--- src/hdl/dyn_trg_pkg.sv ---
// ####################
// shared widths, constants and types for the dynode readout channel
// word counts include the closing energy word
// mode and channel encodings follow the coincidence controller
// ####################
package dyn_trg_pkg;

	localparam int ADC_W            = 8;   // raw adc sample
	localparam int CORR_W           = 12;  // baseline-corrected sample and energy
	localparam int WORD_W           = 16;  // fifo word
	localparam int TIME_W           = 24;  // event time stamp
	localparam int SAMPLE_FIX_DELAY = 8;   // fixed stages ahead of the tap line
	localparam int TAP_MAX          = 15;  // deepest programmable tap
	localparam int FIFO_DEPTH       = 64;
	localparam int FIFO_NEARLY_FULL = 48;
	localparam int PTR_W            = $clog2(FIFO_DEPTH);
	localparam int CNT_W            = 6;   // frame word down-counter

	localparam logic [WORD_W-1:0] PREAMBLE       = 16'hA5A5;
	localparam logic [7:0]        TRIG_IDLE_CODE = 8'hFF;  // no event this clock
	localparam logic [7:0]        TRIG_WRAP_CODE = 8'hF8;  // time about to wrap

	typedef enum logic [1:0] {
		MODE_ENERGY     = 2'b00,  // energy word only
		MODE_RAW        = 2'b01,  // 32 raw samples
		MODE_CORR_LONG  = 2'b10,  // 32 corrected samples
		MODE_CORR_SHORT = 2'b11   // 16 corrected samples
	} data_mode_e;

	typedef enum logic [2:0] {
		ST_IDLE     = 3'd0,
		ST_PREAMBLE = 3'd1,
		ST_NWORDS   = 3'd2,
		ST_MASK     = 3'd3,
		ST_DATA     = 3'd4
	} frame_state_e;

	typedef struct packed {
		logic [ADC_W-1:0]  raw;
		logic [CORR_W-1:0] corr;
	} adc_in_t;

	typedef struct packed {
		logic              flag;   // event seen this clock
		logic [TIME_W-1:0] etime;
	} event_in_t;

	typedef struct packed {
		logic              load;   // corrected energy ready
		logic [CORR_W-1:0] value;
	} energy_in_t;

	typedef struct packed {
		data_mode_e mode;
		logic [1:0] channel;
		logic [3:0] tap;
	} readout_cfg_t;

	typedef struct packed {
		logic              wen;
		logic [WORD_W-1:0] data;
	} fifo_wr_t;

	// record word count after the mask, samples plus energy
	function automatic logic [CNT_W-1:0] mode_nwords(data_mode_e mode);
		case (mode)
			MODE_ENERGY:    return CNT_W'(1);
			MODE_RAW:       return CNT_W'(33);
			MODE_CORR_LONG: return CNT_W'(33);
			default:        return CNT_W'(17);
		endcase
	endfunction

endpackage

--- src/hdl/sample_delay.sv ---
// ####################
// sample source select plus fixed and tapped delay
// mode and tap must hold still during a frame
// delay contents are junk until the line has filled
// ####################
module sample_delay (
	input  logic                           clk,
	input  dyn_trg_pkg::adc_in_t           adc,
	input  dyn_trg_pkg::data_mode_e        mode,
	input  logic [3:0]                     tap,
	output logic [dyn_trg_pkg::WORD_W-1:0] sample_word
);
	import dyn_trg_pkg::*;

	logic [CORR_W-1:0] sel_sample;                   // raw or corrected pick
	logic [CORR_W-1:0] fix_dly [SAMPLE_FIX_DELAY];   // fixed pipeline
	logic [CORR_W-1:0] tap_dly [TAP_MAX+1];          // programmable line
	logic [CORR_W-1:0] tap_sample;

	// raw only in raw mode, everything else wants the corrected sample
	always_comb begin
		if (mode == MODE_RAW) begin
			sel_sample = {{(CORR_W-ADC_W){1'b0}}, adc.raw};  // zero-extend byte
		end else begin
			sel_sample = adc.corr;
		end
	end

	always_ff @(posedge clk) begin
		fix_dly[0] <= sel_sample;  // stage 0 registers the pick
		for (int i = 1; i < SAMPLE_FIX_DELAY; i++) begin
			fix_dly[i] <= fix_dly[i-1];
		end
	end

	always_ff @(posedge clk) begin
		tap_dly[0] <= fix_dly[SAMPLE_FIX_DELAY-1];  // one more stage past fixed line
		for (int i = 1; i <= TAP_MAX; i++) begin
			tap_dly[i] <= tap_dly[i-1];
		end
	end

	// tap read straight off the line registers
	// total age here is fixed + 1 + tap clocks
	always_comb begin
		tap_sample  = tap_dly[tap];
		sample_word = {{(WORD_W-CORR_W){1'b0}}, tap_sample};
	end

endmodule

--- src/hdl/event_capture.sv ---
// ####################
// coincidence trigger code, energy latch, frame start
// energy latch follows every load, even mid-frame
// start requests are ignored while a frame runs
// ####################
module event_capture (
	input  logic                           clk,
	input  logic                           rst,
	input  dyn_trg_pkg::event_in_t         evt,
	input  dyn_trg_pkg::energy_in_t        energy,
	input  logic                           trigger,
	input  logic                           frame_busy,
	output logic [7:0]                     trigger_code,
	output logic                           frame_start,
	output logic [dyn_trg_pkg::WORD_W-1:0] energy_word
);
	import dyn_trg_pkg::*;

	logic start_req;
	logic time_wrap;

	// frame_start itself blocks a second pulse,
	// frame_busy only rises the clock after it
	assign start_req = (energy.load | trigger) & ~frame_busy & ~frame_start;
	assign time_wrap = &evt.etime[11:6];  // coarse time near rollover

	always_ff @(posedge clk) begin
		if (rst) begin
			trigger_code <= TRIG_IDLE_CODE;
		end else if (!evt.flag) begin
			trigger_code <= TRIG_IDLE_CODE;  // idle between events
		end else if (time_wrap) begin
			trigger_code <= TRIG_WRAP_CODE;
		end else begin
			trigger_code <= evt.etime[11:4];  // coarse time bits
		end
	end

	always_ff @(posedge clk) begin
		if (rst) begin
			frame_start <= 1'b0;
		end else begin
			frame_start <= start_req;  // single clock strobe
		end
	end

	always_ff @(posedge clk) begin
		if (energy.load) begin
			energy_word <= {{(WORD_W-CORR_W){1'b0}}, energy.value};
		end
	end

endmodule

--- src/hdl/frame_builder.sv ---
// ####################
// record framer, one fifo word per clock
// record is preamble, count, mask, samples, energy
// no back-pressure, words are pushed blind
// cfg must stay put while busy
// ####################
module frame_builder (
	input  logic                           clk,
	input  logic                           rst,
	input  logic                           frame_start,
	input  dyn_trg_pkg::readout_cfg_t      cfg,
	input  logic [dyn_trg_pkg::WORD_W-1:0] sample_word,
	input  logic [dyn_trg_pkg::WORD_W-1:0] energy_word,
	output logic                           frame_busy,
	output dyn_trg_pkg::fifo_wr_t          wr
);
	import dyn_trg_pkg::*;

	frame_state_e      state;
	logic [CNT_W-1:0]  count;       // words left after the mask
	logic [CNT_W-1:0]  nwords_cnt;  // count for the current mode
	logic [WORD_W-1:0] nwords;      // same, as a record word
	logic [WORD_W-1:0] mask;        // one-hot channel

	always_comb begin
		nwords_cnt = mode_nwords(cfg.mode);
		nwords     = {{(WORD_W-CNT_W){1'b0}}, nwords_cnt};
		mask       = '0;
		mask[cfg.channel] = 1'b1;
	end

	// busy covers the last write, the fsm leaves data one clock after it
	assign frame_busy = (state != ST_IDLE);

	always_ff @(posedge clk) begin
		if (rst) begin
			state  <= ST_IDLE;
			count  <= '0;
			wr.wen <= 1'b0;
		end else begin
			case (state)
				ST_IDLE: begin
					wr.wen <= 1'b0;
					count  <= nwords_cnt;  // reload every idle clock
					if (frame_start) begin
						state <= ST_PREAMBLE;
					end
				end
				ST_PREAMBLE: begin
					wr.data <= PREAMBLE;
					wr.wen  <= 1'b1;
					state   <= ST_NWORDS;
				end
				ST_NWORDS: begin
					wr.data <= nwords;
					wr.wen  <= 1'b1;
					state   <= ST_MASK;
				end
				ST_MASK: begin
					wr.data <= mask;
					wr.wen  <= 1'b1;
					state   <= ST_DATA;
				end
				ST_DATA: begin
					if (count == '0) begin
						wr.wen <= 1'b0;  // energy word already out
						state  <= ST_IDLE;
					end else if (count == CNT_W'(1)) begin
						wr.data <= energy_word;  // closing word
						wr.wen  <= 1'b1;
						count   <= count - CNT_W'(1);
					end else begin
						wr.data <= sample_word;
						wr.wen  <= 1'b1;
						count   <= count - CNT_W'(1);
					end
				end
				default: begin
					wr.wen <= 1'b0;  // stray code, back to idle
					state  <= ST_IDLE;
				end
			endcase
		end
	end

endmodule

--- src/hdl/trigger_fifo.sv ---
// ####################
// 64 word show-ahead fifo for readout records
// writes into a full fifo are lost
// q is only meaningful while nempty is high
// ####################
module trigger_fifo (
	input  logic                           clk,
	input  logic                           rst,
	input  dyn_trg_pkg::fifo_wr_t          wr,
	input  logic                           ren,
	output logic [dyn_trg_pkg::WORD_W-1:0] q,
	output logic                           nempty,
	output logic                           nearly_full
);
	import dyn_trg_pkg::*;

	logic [WORD_W-1:0] mem [FIFO_DEPTH];
	logic [PTR_W-1:0]  wr_ptr;
	logic [PTR_W-1:0]  rd_ptr;
	logic [PTR_W:0]    count;  // one extra bit to hold full
	logic              push;
	logic              pop;
	logic              full;

	assign full        = (count == (PTR_W+1)'(FIFO_DEPTH));
	assign push        = wr.wen & ~full;  // overflow drops the word
	assign pop         = ren & nempty;
	assign nempty      = (count != '0);
	assign nearly_full = (count >= (PTR_W+1)'(FIFO_NEARLY_FULL));
	assign q           = mem[rd_ptr];  // head word, show-ahead

	always_ff @(posedge clk) begin
		if (push) begin
			mem[wr_ptr] <= wr.data;
		end
	end

	always_ff @(posedge clk) begin
		if (rst) begin
			wr_ptr <= '0;
			rd_ptr <= '0;
			count  <= '0;
		end else begin
			if (push) begin
				wr_ptr <= wr_ptr + PTR_W'(1);  // wraps at depth
			end
			if (pop) begin
				rd_ptr <= rd_ptr + PTR_W'(1);
			end
			case ({push, pop})
				2'b10:   count <= count + (PTR_W+1)'(1);
				2'b01:   count <= count - (PTR_W+1)'(1);
				default: count <= count;  // both or neither
			endcase
		end
	end

endmodule

--- src/hdl/dynode_readout.sv ---
// ####################
// dynode trigger readout top
// upstream detection and energy arrive as inputs
// cfg is static while a frame is built
// fifo has no back-pressure, overflow loses words
// ####################
module dynode_readout (
	input  logic                           clk,
	input  logic                           rst,
	input  dyn_trg_pkg::adc_in_t           adc,
	input  dyn_trg_pkg::event_in_t         evt,
	input  dyn_trg_pkg::energy_in_t        energy,
	input  logic                           trigger,
	input  dyn_trg_pkg::readout_cfg_t      cfg,
	input  logic                           fifo_ren,
	output logic [7:0]                     trigger_code,
	output logic [dyn_trg_pkg::WORD_W-1:0] fifo_q,
	output logic                           fifo_ne,
	output logic                           fifo_nearly_full
);
	import dyn_trg_pkg::*;

	logic [WORD_W-1:0] sample_word;  // delayed sample to framer
	logic [WORD_W-1:0] energy_word;  // latched energy to framer
	logic              frame_start;
	logic              frame_busy;
	fifo_wr_t          wr;           // framer write port

	sample_delay sample_delay_i (
		.clk         (clk),
		.adc         (adc),
		.mode        (cfg.mode),
		.tap         (cfg.tap),
		.sample_word (sample_word)
	);

	event_capture event_capture_i (
		.clk          (clk),
		.rst          (rst),
		.evt          (evt),
		.energy       (energy),
		.trigger      (trigger),
		.frame_busy   (frame_busy),
		.trigger_code (trigger_code),
		.frame_start  (frame_start),
		.energy_word  (energy_word)
	);

	frame_builder frame_builder_i (
		.clk         (clk),
		.rst         (rst),
		.frame_start (frame_start),
		.cfg         (cfg),
		.sample_word (sample_word),
		.energy_word (energy_word),
		.frame_busy  (frame_busy),
		.wr          (wr)
	);

	trigger_fifo trigger_fifo_i (
		.clk         (clk),
		.rst         (rst),
		.wr          (wr),
		.ren         (fifo_ren),
		.q           (fifo_q),
		.nempty      (fifo_ne),
		.nearly_full (fifo_nearly_full)
	);

endmodule

--- config.mk ---
export PLATFORM = sky130hd
export DESIGN_NAME = dynode_readout
export DESIGN_NICKNAME = d
export VERILOG_FILES = /design/src/hdl/dyn_trg_pkg.sv /design/src/hdl/sample_delay.sv /design/src/hdl/event_capture.sv /design/src/hdl/frame_builder.sv /design/src/hdl/trigger_fifo.sv /design/src/hdl/dynode_readout.sv
export SDC_FILE = /design/constraint.sdc
export NUM_CORES = 1
export LEC_CHECK = 0
export BUFFER_PORTS_ARGS = -buffer_cell sky130_fd_sc_hd__buf_2
export CORE_MARGIN = 2
export CORE_UTILIZATION = 42
export CTS_CLUSTER_SIZE = 40
export DETAILED_ROUTE_END_ITERATION = 16
export SYNTH_ARGS = -nofsm -noshare
export SYNTH_HDL_FRONTEND = slang
export SYNTH_SLANG_ARGS = --single-unit
--- constraint.sdc ---
create_clock -name clk -period 3.7 [get_ports clk]
set_input_delay 0.37 -clock clk [delete_from_list [all_inputs] [get_ports clk]]
set_output_delay 0.37 -clock clk [all_outputs]
set_load 0.05 [all_outputs]
==> results of run 1 <==
-- worst max-delay path: stages (launching register included) --
cell	delay, ps
dfxtp_4	370
buf_12	150
buf_12	150
mux4_2	520
mux2_2	320
a22o_2	340
o22ai_4	200
o21ai_0	120
buf_4	170
buf_2	210
-- routing by layer --
layer / share of wire, % / global-route usage (%)
met2: 51 / 32.0
met3: 4.8 / 2.81
met4: 2.3 / 5.36
met5: 0 / 0
met1: 42 / 24.2
-- layout make-up --
type                       count  area share (%)
sequential                  1189            64.3
clock buffer                 131            5.86
inverter                      13           0.102
multi-input combinational    861            19.2
timing repair buffer         290            5.05
clock inverter                85            2.12
tap                         1357            3.37
-- state kept, by name, indices dropped and copies added, names as in the netlist, named ones only --
signal and count:
trigger_fifo_i.count 7, sample_delay_i.tap_dly 192, event_capture_i.energy_word 12, frame_builder_i.wr 14
trigger_fifo_i.rd_ptr 6, event_capture_i.trigger_code 8, sample_delay_i.fix_dly 96, frame_builder_i.count 6
trigger_fifo_i.mem 832, trigger_fifo_i.wr_ptr 6, frame_builder_i.state 3, event_capture_i.frame_start 1
-- power by group through the flow --
| stage | Combinational, mW | Clock, mW | Sequential, mW |
|---|---|---|---|
| global route | 5.51 | 13.0 | 15.1 |
| global placement | 4.64 | 0 | 15.4 |
| finish | 5.21 | 12.2 | 15.0 |
| CTS | 5.14 | 12.4 | 15.0 |
| detailed placement | 4.71 | 0 | 15.4 |
| floorplan | 3.18 | 0 | 15.3 |
-- cell usage in the layout (no fill, tap or decap), types with 8 or more instances in the layout --
cell type,count
mux2_2,55
nand2b_1,8
mux4_2,246
clkinv_1,23
o22ai_1,34
a2111oi_0,8
a21oi_1,34
nand2_1,60
bufinv_16,20
clkinv_2,24
nor2b_1,28
xor2_1,11
nor3_1,13
dlygate4sd3_1,42
nor2_1,120
a31oi_1,10
ha_1,10
edfxtp_1,857
dfxtp_1,328
a221o_1,9
o21ai_0,32
buf_2,66
o211ai_1,8
clkbuf_16,117
buf_4,147
mux2i_1,17
buf_12,19
a211oi_1,18
nand3_1,14
or3_1,9
clkbuf_1,15
inv_1,11
buf_6,8
-- repair_timing --
item,4_1_cts,5_1_grt
resized for setup,27,21
setup endpoints to repair,14,13
cloned,1,2
hold endpoints to repair,33,0
pin swaps,4,6
hold buffers,42,0
buffers inserted,20,2
-- cells by family (layout without fill, tap and decap cells) --
logic type	count (synthesis)	in the layout	synth area share, %
fa+ha+maj	10	10	0.294
mux	320	320	14.9
xor+xnor	16	16	0.329
simple gates	302	302	3.46
other cells	1	2	0.00881
flops	1189	1189	76.1
compound gates	211	211	3.32
buf+inv	139	519	1.59
-- worst min-delay path by stage --
stage	slack (ps)	to	from	depth (start not counted)
global route	30	event_capture_i.energy_word[9]	energy[12]	1
floorplan	310	sample_delay_i.fix_dly[0][12]	sample_delay_i.fix_dly[0][0]	0
global placement	310	sample_delay_i.fix_dly[1][45]	sample_delay_i.fix_dly[1][33]	0
detailed placement	310	sample_delay_i.fix_dly[0][16]	sample_delay_i.fix_dly[0][4]	0
CTS	3	event_capture_i.energy_word[6]	energy[12]	1
finish	50	event_capture_i.energy_word[9]	energy[12]	1
==> flow_metrics.py, run 1 <==
metrics = {
    "run_status": {
        "status": "complete, no violations",
    },
    "floorplanning": {
        "start_util_pct": 42.4,
        "placementRows": 116,
        "boundaryPins": 96,
        "core_area_um2": 100000,
        "dieArea_um2": 104000,
        "die_w_um": 322,
        "die_y_um": 322,
    },
    "logic_synthesis": {
        "synth_edf_count": 857,
        "synth.top_cell.area_share_pct": 60.5,
        "ys_seq_elements": 1189,
        "netlist_area_um2": 42600,
        "synth_warnings": 0,
        "synth_most_common_cell": "edfxtp_1",
        "syn_inst": 2188,
        "netlist_top_cells_area": "edfxtp_1 60%, dfxtp_1 16%, mux4_2 13%",
        "async_reset_ff_share_pct": 0,
        "synth.yosys.seq_area_share_pct": 76.1,
        "synthTopCellsByCount": "857 x edfxtp_1, 332 x dfxtp_1, 246 x mux4_2",
        "synthDistinctLibCells": 67,
        "yosys.area.top_type": "edfxtp_1",
        "syn_avg_cell_area_um2": 19.5,
        "synth_ff_type": "edfxtp_1",
    },
    "power_and_ir_drop": {
        "cellPowerDensity_nw_per_um2": 645,
        "p_int_mw": 24.4,
        "p_total_mw": 32.4,
        "share_comb_of_total_power_pct": 16.0,
        "p_leak_nw": 16.6,
        "p_sw_mw": 8.02,
        "p_clk_share_pct": 37.7,
        "irDropWorstVdd_uv": 433,
        "seq_power_share_pct": 46.3,
        "swShare_pct": 24.7,
    },
    "sta": {
        "hold_violations": 0,
        "max_freq_mhz": 274,
        "fin_tns_setup_ps": 0,
        "worst_slack_ps": 55.3,
        "final.period_utilization_pct": 98.5,
        "worst_pin_slew_ps": 1350,
        "min_period_ps": 3640,
        "rsz0062_at_grt": "true",
        "final-max-slew-violation-count": 0,
        "worst_slew_margin_rel_pct": 9.68,
        "setup_viol": 0,
        "fin_worst_skew_ps": 49.7,
        "timing.hold.ws_ps": 52.8,
    },
    "critical_path": {
        "timing.rr.start": "trigger_fifo_i.count[2]",
        "crit_path_start_kind": "register",
        "r2r_cells": 10,
        "path_max_fanout": 7,
        "worstPathArrival_ps": 3270,
        "cp-endpoint": "fifo_q[9]",
        "end_kind": "output pin",
        "regToRegEndpoint": "trigger_fifo_i.count[6]",
        "rrSetupSlack_ps": 480,
        "path_class": "reg -> out",
        "crit_required_ps": 3330,
    },
    "place": {
        "hpwlAfterDp_um": 56800,
        "gp_congestion": 0.836,
        "dpl_cell_area_um2": 45400,
        "io_buffer_count": 77,
        "placed_cells": 3642,
        "dp_slack_ps": 324,
    },
    "drt": {
        "ant_nets": 0,
        "vias": 21300,
        "drt_iter0_drc": 2002,
        "first_pass_iters": 5,
        "post-route-drc-count": 0,
        "drt_wl_total_um": 95800,
        "wl_per_cell_um": 24.4,
        "avgViaCountPerCell": 5.43,
    },
    "clock_network": {
        "root_buffer": "clkbuf_16",
        "cts_buffers": 115,
        "numClockSinks": 1189,
        "htreeDepth": 3,
        "cts_buffer_depth": 3,
        "clock_latency_ps": 710,
        "cts_tree": "built",
        "path_clk_slew_ps": 60,
    },
    "finish": {
        "regArea_um2": 32400,
        "multi_input_area_um2": 9640,
        "num-nets-final": 2550,
        "final_cells": 3926,
        "nFillCells": 8083,
        "utilization_pct": 50.2,
        "diodes": 0,
        "drive_above_1_share_pct": 30.4,
        "fin_area_um2": 50300,
        "area_growth_pct": 18.3,
    },
    "job": {
        "maxCapViolations": 0,
    },
    "grt": {
        "grt_pass1_vias": 22100,
        "grt.total_usage_pct": 18.5,
        "grt_overflow": 0,
        "grt_max_degree": 65,
        "grt_pass1_wl_um": 142000,
        "antenna_found_initial": 1,
    },
    "worst_hold_path": {
        "hold_path.class": "in -> reg",
    },
}
Power figures use the tool's default switching activity.
==> inputs of run 2 (changes only) <==
- CTS_BUF_LIST: not set -> sky130_fd_sc_hd__clkbuf_16
==> run 2 against run 1 <==
Against the previous run: clock power about the same; sequential share of layout area is essentially flat; wire length shrank 0.20%; non-clock buffer count is the same; worst hold slack lost 0.82 ps; core utilization hardly changed; flip-flop and latch count is the same; global-route usage hardly changed; die area unchanged; critical path type unchanged.
==> flow_metrics.py, run 2 (same netlist as run 1, synthesis figures left out) <==
metrics = {
    "worst_hold_path": {
        "hold_path.class": "in -> reg",
        "min_from": "energy[12]",
    },
    "drt": {
        "vias": 21300,
        "post-route-drc-count": 0,
        "drt_iter0_drc": 1954,
        "ant_nets": 0,
        "wl_per_cell_um": 24.3,
        "avgViaCountPerCell": 5.42,
        "drt_wl_total_um": 95600,
        "first_pass_iters": 5,
    },
    "critical_path": {
        "slowest_stage": "mux4_2",
        "end_kind": "output pin",
        "worstPathArrival_ps": 3260,
        "crit_path_start_kind": "register",
        "critPathBufInv": 4,
        "crit_path_frequent_cell": "buf_12",
        "path_class": "reg -> out",
        "crit_required_ps": 3330,
        "path_delay_family": "multiplexers",
        "timing.rr.start": "trigger_fifo_i.count[2]",
        "crit_chain": "buf_12, buf_12, mux4_2, mux2_2, a22o_2, o22ai_4, o21ai_0, buf_4, buf_2",
        "path_max_fanout": 7,
        "cpPeakStageDelay_ps": 520,
    },
    "grt": {
        "grt.total_usage_pct": 18.5,
        "grt_overflow": 0,
        "antenna_found_initial": 1,
        "grt_pass1_vias": 22100,
        "grt_max_degree": 65,
        "grt_pass1_wl_um": 142000,
    },
    "floorplanning": {
        "die_w_um": 322,
        "die_y_um": 322,
        "start_util_pct": 42.4,
        "boundaryPins": 96,
        "placementRows": 116,
        "dieArea_um2": 104000,
        "core_area_um2": 100000,
    },
    "sta": {
        "min_period_ps": 3630,
        "rsz0062_at_grt": "true",
        "worst_slew_margin_rel_pct": 9.87,
        "fin_worst_skew_ps": 49.9,
        "timing.hold.ws_ps": 52.0,
        "max_freq_mhz": 275,
        "final-max-slew-violation-count": 0,
        "hold_violations": 0,
        "worst_pin_slew_ps": 1350,
        "setup_viol": 0,
        "final.period_utilization_pct": 98.2,
    },
    "finish": {
        "largest-register": "trigger_fifo_i.mem",
        "nFillCells": 8084,
        "layout_commonest_cell": "edfxtp_1",
        "diodes": 0,
        "num-nets-final": 2550,
        "drive_above_1_share_pct": 30.4,
        "multi_input_area_um2": 9640,
        "fin_area_um2": 50300,
        "area_growth_pct": 18.3,
        "largest_register_ff_count": 832,
        "regArea_um2": 32400,
        "largestRegisters": "trigger_fifo_i.mem x832, sample_delay_i.tap_dly x192, sample_delay_i.fix_dly x96",
        "final_cell_mix": "857 x edfxtp_1, 328 x dfxtp_1, 246 x mux4_2",
    },
    "place": {
        "hpwlAfterDp_um": 56800,
        "gp_congestion": 0.836,
        "dpl_cell_area_um2": 45400,
        "io_buffer_count": 77,
    },
    "clock_network": {
        "clock_latency_ps": 710,
        "cts_buffer_depth": 3,
        "root_buffer": "clkbuf_16",
        "numClockSinks": 1189,
        "path_clk_slew_ps": 60,
        "cts_buffers": 115,
        "htreeDepth": 3,
        "cts_tree": "built",
    },
    "power_and_ir_drop": {
        "p_leak_nw": 16.6,
        "cellPowerDensity_nw_per_um2": 643,
        "p_total_mw": 32.4,
        "irDropWorstVdd_uv": 433,
    },
    "run_status": {
        "status": "complete, no violations",
    },
    "job": {
        "maxCapViolations": 0,
    },
}
[run 2: worst paths after layout]
path                                         end  slack [ps]  cells after the start
setup / recovery                       fifo_q[9]          70                      9
hold / removal    event_capture_i.energy_word[9]          50                      1
setup reg to reg         trigger_fifo_i.count[6]         480                     10
hold reg to reg    sample_delay_i.fix_dly[0][19]         310                      0
[run 2: layout make-up]
cell class	instances	area share, %
inverters	13	0.102
repair buffers	290	5.05
clock buffers	115	5.72
flip-flops and latches	1189	64.4
multi-input cells	861	19.2
clock inverters	101	2.24
well taps	1357	3.37
[run 2: metal layers]
| layer | GRT usage [%] | up-vias | part of all wire (%) |
|---|---|---|---|
| li1 | - | 9314 | - |
| met1 | 24.2 | 11200 | 42 |
| met2 | 32.0 | 600 | 51 |
| met3 | 2.81 | 152 | 4.9 |
| met4 | 5.37 | 0 | 2.3 |
| met5 | 0 | - | 0 |
[run 2: per-stage QoR]
| step | utilization, % | worst slack [ps] | setup TNS, ps | instances |
|---|---|---|---|---|
| 6_report | 50.2 | 65.6 | 0 | 3926 |
| 5_1_grt | 50.2 | -34.7 | -62.2 | 3926 |
| 4_1_cts | 50.0 | -1.99 | -3.40 | 3921 |
| 3_5_place_dp | 45.2 | 324 | 0 | 3642 |
| 3_3_place_gp | 45.2 | 349 | 0 | 3642 |
| 2_1_floorplan | - | 188 | 0 | 2189 |
[run 2: report_power, final]
part	total [mW]	internal [mW]	leakage [nW]	switching, mW
Sequential	15.0	14.8	10.5	0.229
Combinational	5.20	2.46	4.16	2.73
Clock	12.2	7.10	2.00	5.06
[run 2: what timing repair did]
action | CTS | global route
buffers inserted | 20 | 2
cloned | 1 | 2
hold endpoints to repair | 33 | 0
setup endpoints to repair | 14 | 13
hold buffers | 42 | 0
pin swaps | 4 | 6
resized for setup | 27 | 21
==> inputs of run 3 (changes only) <==
- ABC_AREA: not set -> 1
==> run 3 against run 2 <==
Against the previous run: combinational power is 37% higher; cell area rose by 0.84%; global-route usage increased by 1.4 points; setup slack improved by 63 ps; wire length is 14% higher; via count is 35% higher; cell count grew 41%; clock power fell by 11%; critical path depth rose by 2; register-to-register slack improved by 390 ps; non-clock buffer count fell by 32; critical path type unchanged; largest cell class unchanged; highest routed layer unchanged.
==> flow_metrics.py, run 3 <==
metrics = {
    "sta": {
        "worst_slew_margin_rel_pct": 11.1,
        "final-max-slew-violation-count": 0,
        "fin_tns_setup_ps": 0,
        "fin_worst_skew_ps": 54.1,
        "final.period_utilization_pct": 96.5,
        "hold_violations": 0,
        "worst_slack_ps": 128,
        "setup_viol": 0,
        "timing.hold.ws_ps": 62.2,
        "rsz0062_at_grt": "true",
        "max_freq_mhz": 280,
        "min_period_ps": 3570,
        "worst_pin_slew_ps": 1330,
    },
    "place": {
        "io_buffer_count": 77,
        "dpl_cell_area_um2": 46600,
        "hpwlAfterDp_um": 60100,
        "dp_slack_ps": 805,
        "placed_cells": 5274,
        "gp_congestion": 0.843,
    },
    "critical_path": {
        "regToRegEndpoint": "trigger_fifo_i.count[4]",
        "r2r_cells": 15,
        "crit_required_ps": 3330,
        "worstPathArrival_ps": 3200,
        "rrSetupSlack_ps": 870,
        "path_max_fanout": 61,
        "crit_path_start_kind": "register",
        "end_kind": "output pin",
        "timing.rr.start": "trigger_fifo_i.count[0]",
        "path_class": "reg -> out",
        "cp-endpoint": "fifo_q[11]",
    },
    "drt": {
        "routed.top_layer": "met4",
        "drt_wl_total_um": 109000,
        "vias": 28800,
        "wl_met2_um": 51200,
        "wl_per_cell_um": 19.6,
        "ant_nets": 0,
        "wl_met3_um": 6630,
        "wl_met1_um": 47600,
        "drt_iter0_drc": 2726,
        "first_pass_iters": 5,
        "avgViaCountPerCell": 5.19,
        "post-route-drc-count": 0,
    },
    "worst_hold_path": {
        "hold_path.class": "in -> reg",
    },
    "logic_synthesis": {
        "synth_fa_ha_area_share_pct": 0.282,
        "synth_warnings": 0,
        "synth_ff_type": "edfxtp_1",
        "synth.yosys.seq_area_share_pct": 72.9,
        "synthTopCellsByCount": "1149 x nand2_1, 857 x edfxtp_1, 753 x nand3_1",
        "netlist_top_cells_area": "edfxtp_1 58%, dfxtp_1 15%, nand2_1 9.7%",
        "synth_most_common_cell": "nand2_1",
        "synth_compound_area_share_pct": 2.54,
        "synthMuxAreaShare_pct": 0.203,
        "syn_inst": 3903,
        "synth-simple-area-share_pct": 20.8,
        "synth-xor-area-share_pct": 0.158,
        "async_reset_ff_share_pct": 0,
        "synth.top_cell.area_share_pct": 58.0,
        "ys_seq_elements": 1189,
        "syn_avg_cell_area_um2": 11.4,
        "synthDistinctLibCells": 35,
        "netlist_area_um2": 44400,
        "synth_top_family_by_area": "simple AND/OR/NAND/NOR gates",
        "yosys.area.top_type": "edfxtp_1",
        "synth_edf_count": 857,
    },
    "grt": {
        "grt.total_usage_pct": 19.9,
        "grt_overflow": 0,
        "antenna_found_initial": 0,
        "grt_pass1_vias": 27300,
        "grt_pass1_wl_um": 165000,
        "grt_max_degree": 113,
    },
    "power_and_ir_drop": {
        "irDropWorstVdd_uv": 746,
        "cellPowerDensity_nw_per_um2": 658,
        "p_leak_nw": 18.9,
        "p_total_mw": 33.4,
    },
    "finish": {
        "drive_above_1_share_pct": 9.25,
        "final_cell_mix": "1149 x nand2_1, 857 x edfxtp_1, 753 x nand3_1",
        "fin_area_um2": 50800,
        "nFillCells": 9344,
        "largest_register_ff_count": 832,
        "num-nets-final": 4135,
        "utilization_pct": 48.3,
        "final_cells": 5545,
        "area_growth_pct": 14.3,
        "largestRegisters": "trigger_fifo_i.mem x832, sample_delay_i.tap_dly x192, sample_delay_i.fix_dly x96",
        "largest-register": "trigger_fifo_i.mem",
        "layout_commonest_cell": "nand2_1",
    },
    "clock_network": {
        "root_buffer": "clkbuf_16",
        "htreeDepth": 3,
        "path_clk_slew_ps": 70,
        "clock_latency_ps": 720,
        "numClockSinks": 1189,
        "cts_buffer_depth": 3,
        "cts_tree": "built",
        "cts_buffers": 116,
    },
    "floorplanning": {
        "start_util_pct": 42.2,
        "die_w_um": 329,
        "placementRows": 119,
        "dieArea_um2": 108000,
        "core_area_um2": 105000,
        "die_y_um": 329,
        "boundaryPins": 96,
    },
    "job": {
        "maxCapViolations": 0,
    },
    "run_status": {
        "status": "complete, no violations",
    },
}
==> run 3: changes by cell type in the layout (fill, tap and decap cells not counted), sizes merged, moves of 28 or more <==
cell	delta
mux4	-246
inv	+75
o211ai	+38
o22ai	-42
buf	-41
o21ai	+80
mux2	-47
nor2b	-28
nand2	+1085
nor2	+145
nand3	+741
==> run 3: worst min path at each step <==
| stage | slack (ps) | endpoint | cells after the start | start |
|---|---|---|---|---|
| after floorplan | 310 | sample_delay_i.fix_dly[0][12] | 0 | sample_delay_i.fix_dly[0][0] |
| after global placement | 310 | sample_delay_i.fix_dly[0][39] | 0 | sample_delay_i.fix_dly[0][27] |
| after detailed placement | 310 | sample_delay_i.fix_dly[0][12] | 0 | sample_delay_i.fix_dly[0][0] |
| after CTS | 30 | event_capture_i.energy_word[11] | 1 | energy[12] |
| after global routing | 50 | event_capture_i.energy_word[2] | 1 | energy[12] |
| final | 60 | register | 4 | fifo_ren |
==> run 3: timing repair <==
action / in CTS / in global routing
resized for setup: 0 / 9
buffers inserted: 0 / 2
setup endpoints to repair: 0 / 14
endpoints found under the hold margin: 34 / 0
hold buffers: 51 / 0
==> run 3: logic make-up (layout without fill, tap and decap cells) <==
kind of cell / Yosys count / count (layout)
other: 1 / 4
AND/OR/NAND/NOR: 2191 / 2191
AO/OA/AOI/OAI: 198 / 198
multiplexers: 8 / 8
XOR/XNOR: 8 / 8
flip-flops: 1189 / 1189
adder cells (fa/ha/maj): 10 / 10
buffers and inverters: 298 / 546
==> run 3: area by class of cell <==
type	instances	area [um2]	share of cell area [%]
diodes	2	5.00	0.00986
multi-input cells	2417	10700	21.0
repair buffers	258	2130	4.20
clock buffers	118	2950	5.82
well taps	1391	1740	3.43
flip-flops and latches	1189	32400	63.8
clock inverters	97	572	1.13
inverters	73	297	0.584
==> run 3: critical path: stages, from the launching register on <==
cell and delay [ps]:
dfxtp_4 470, inv_16 250, buf_16 290, nand2_1 90
nand3_1 80, nand3_1 130, nand2_1 220, nand2_1 90
nand3_1 120, nand3_1 150, nand2_1 250, clkbuf_4 290
==> run 3: per-layer routing <==
layer	vias to the layer above	GRT usage, %
met5	-	0
met4	0	6.61
met3	162	2.71
met2	826	32.0
met1	14000	28.0
li1	13800	-
==> run 3: power breakdown <==
group / switching (mW) / internal [mW] / total [mW]
Sequential: 0.257 / 15.2 / 15.4
Combinational: 5.24 / 1.86 / 7.10
Clock: 4.95 / 5.91 / 10.9
Total: 10.4 / 23.0 / 33.4
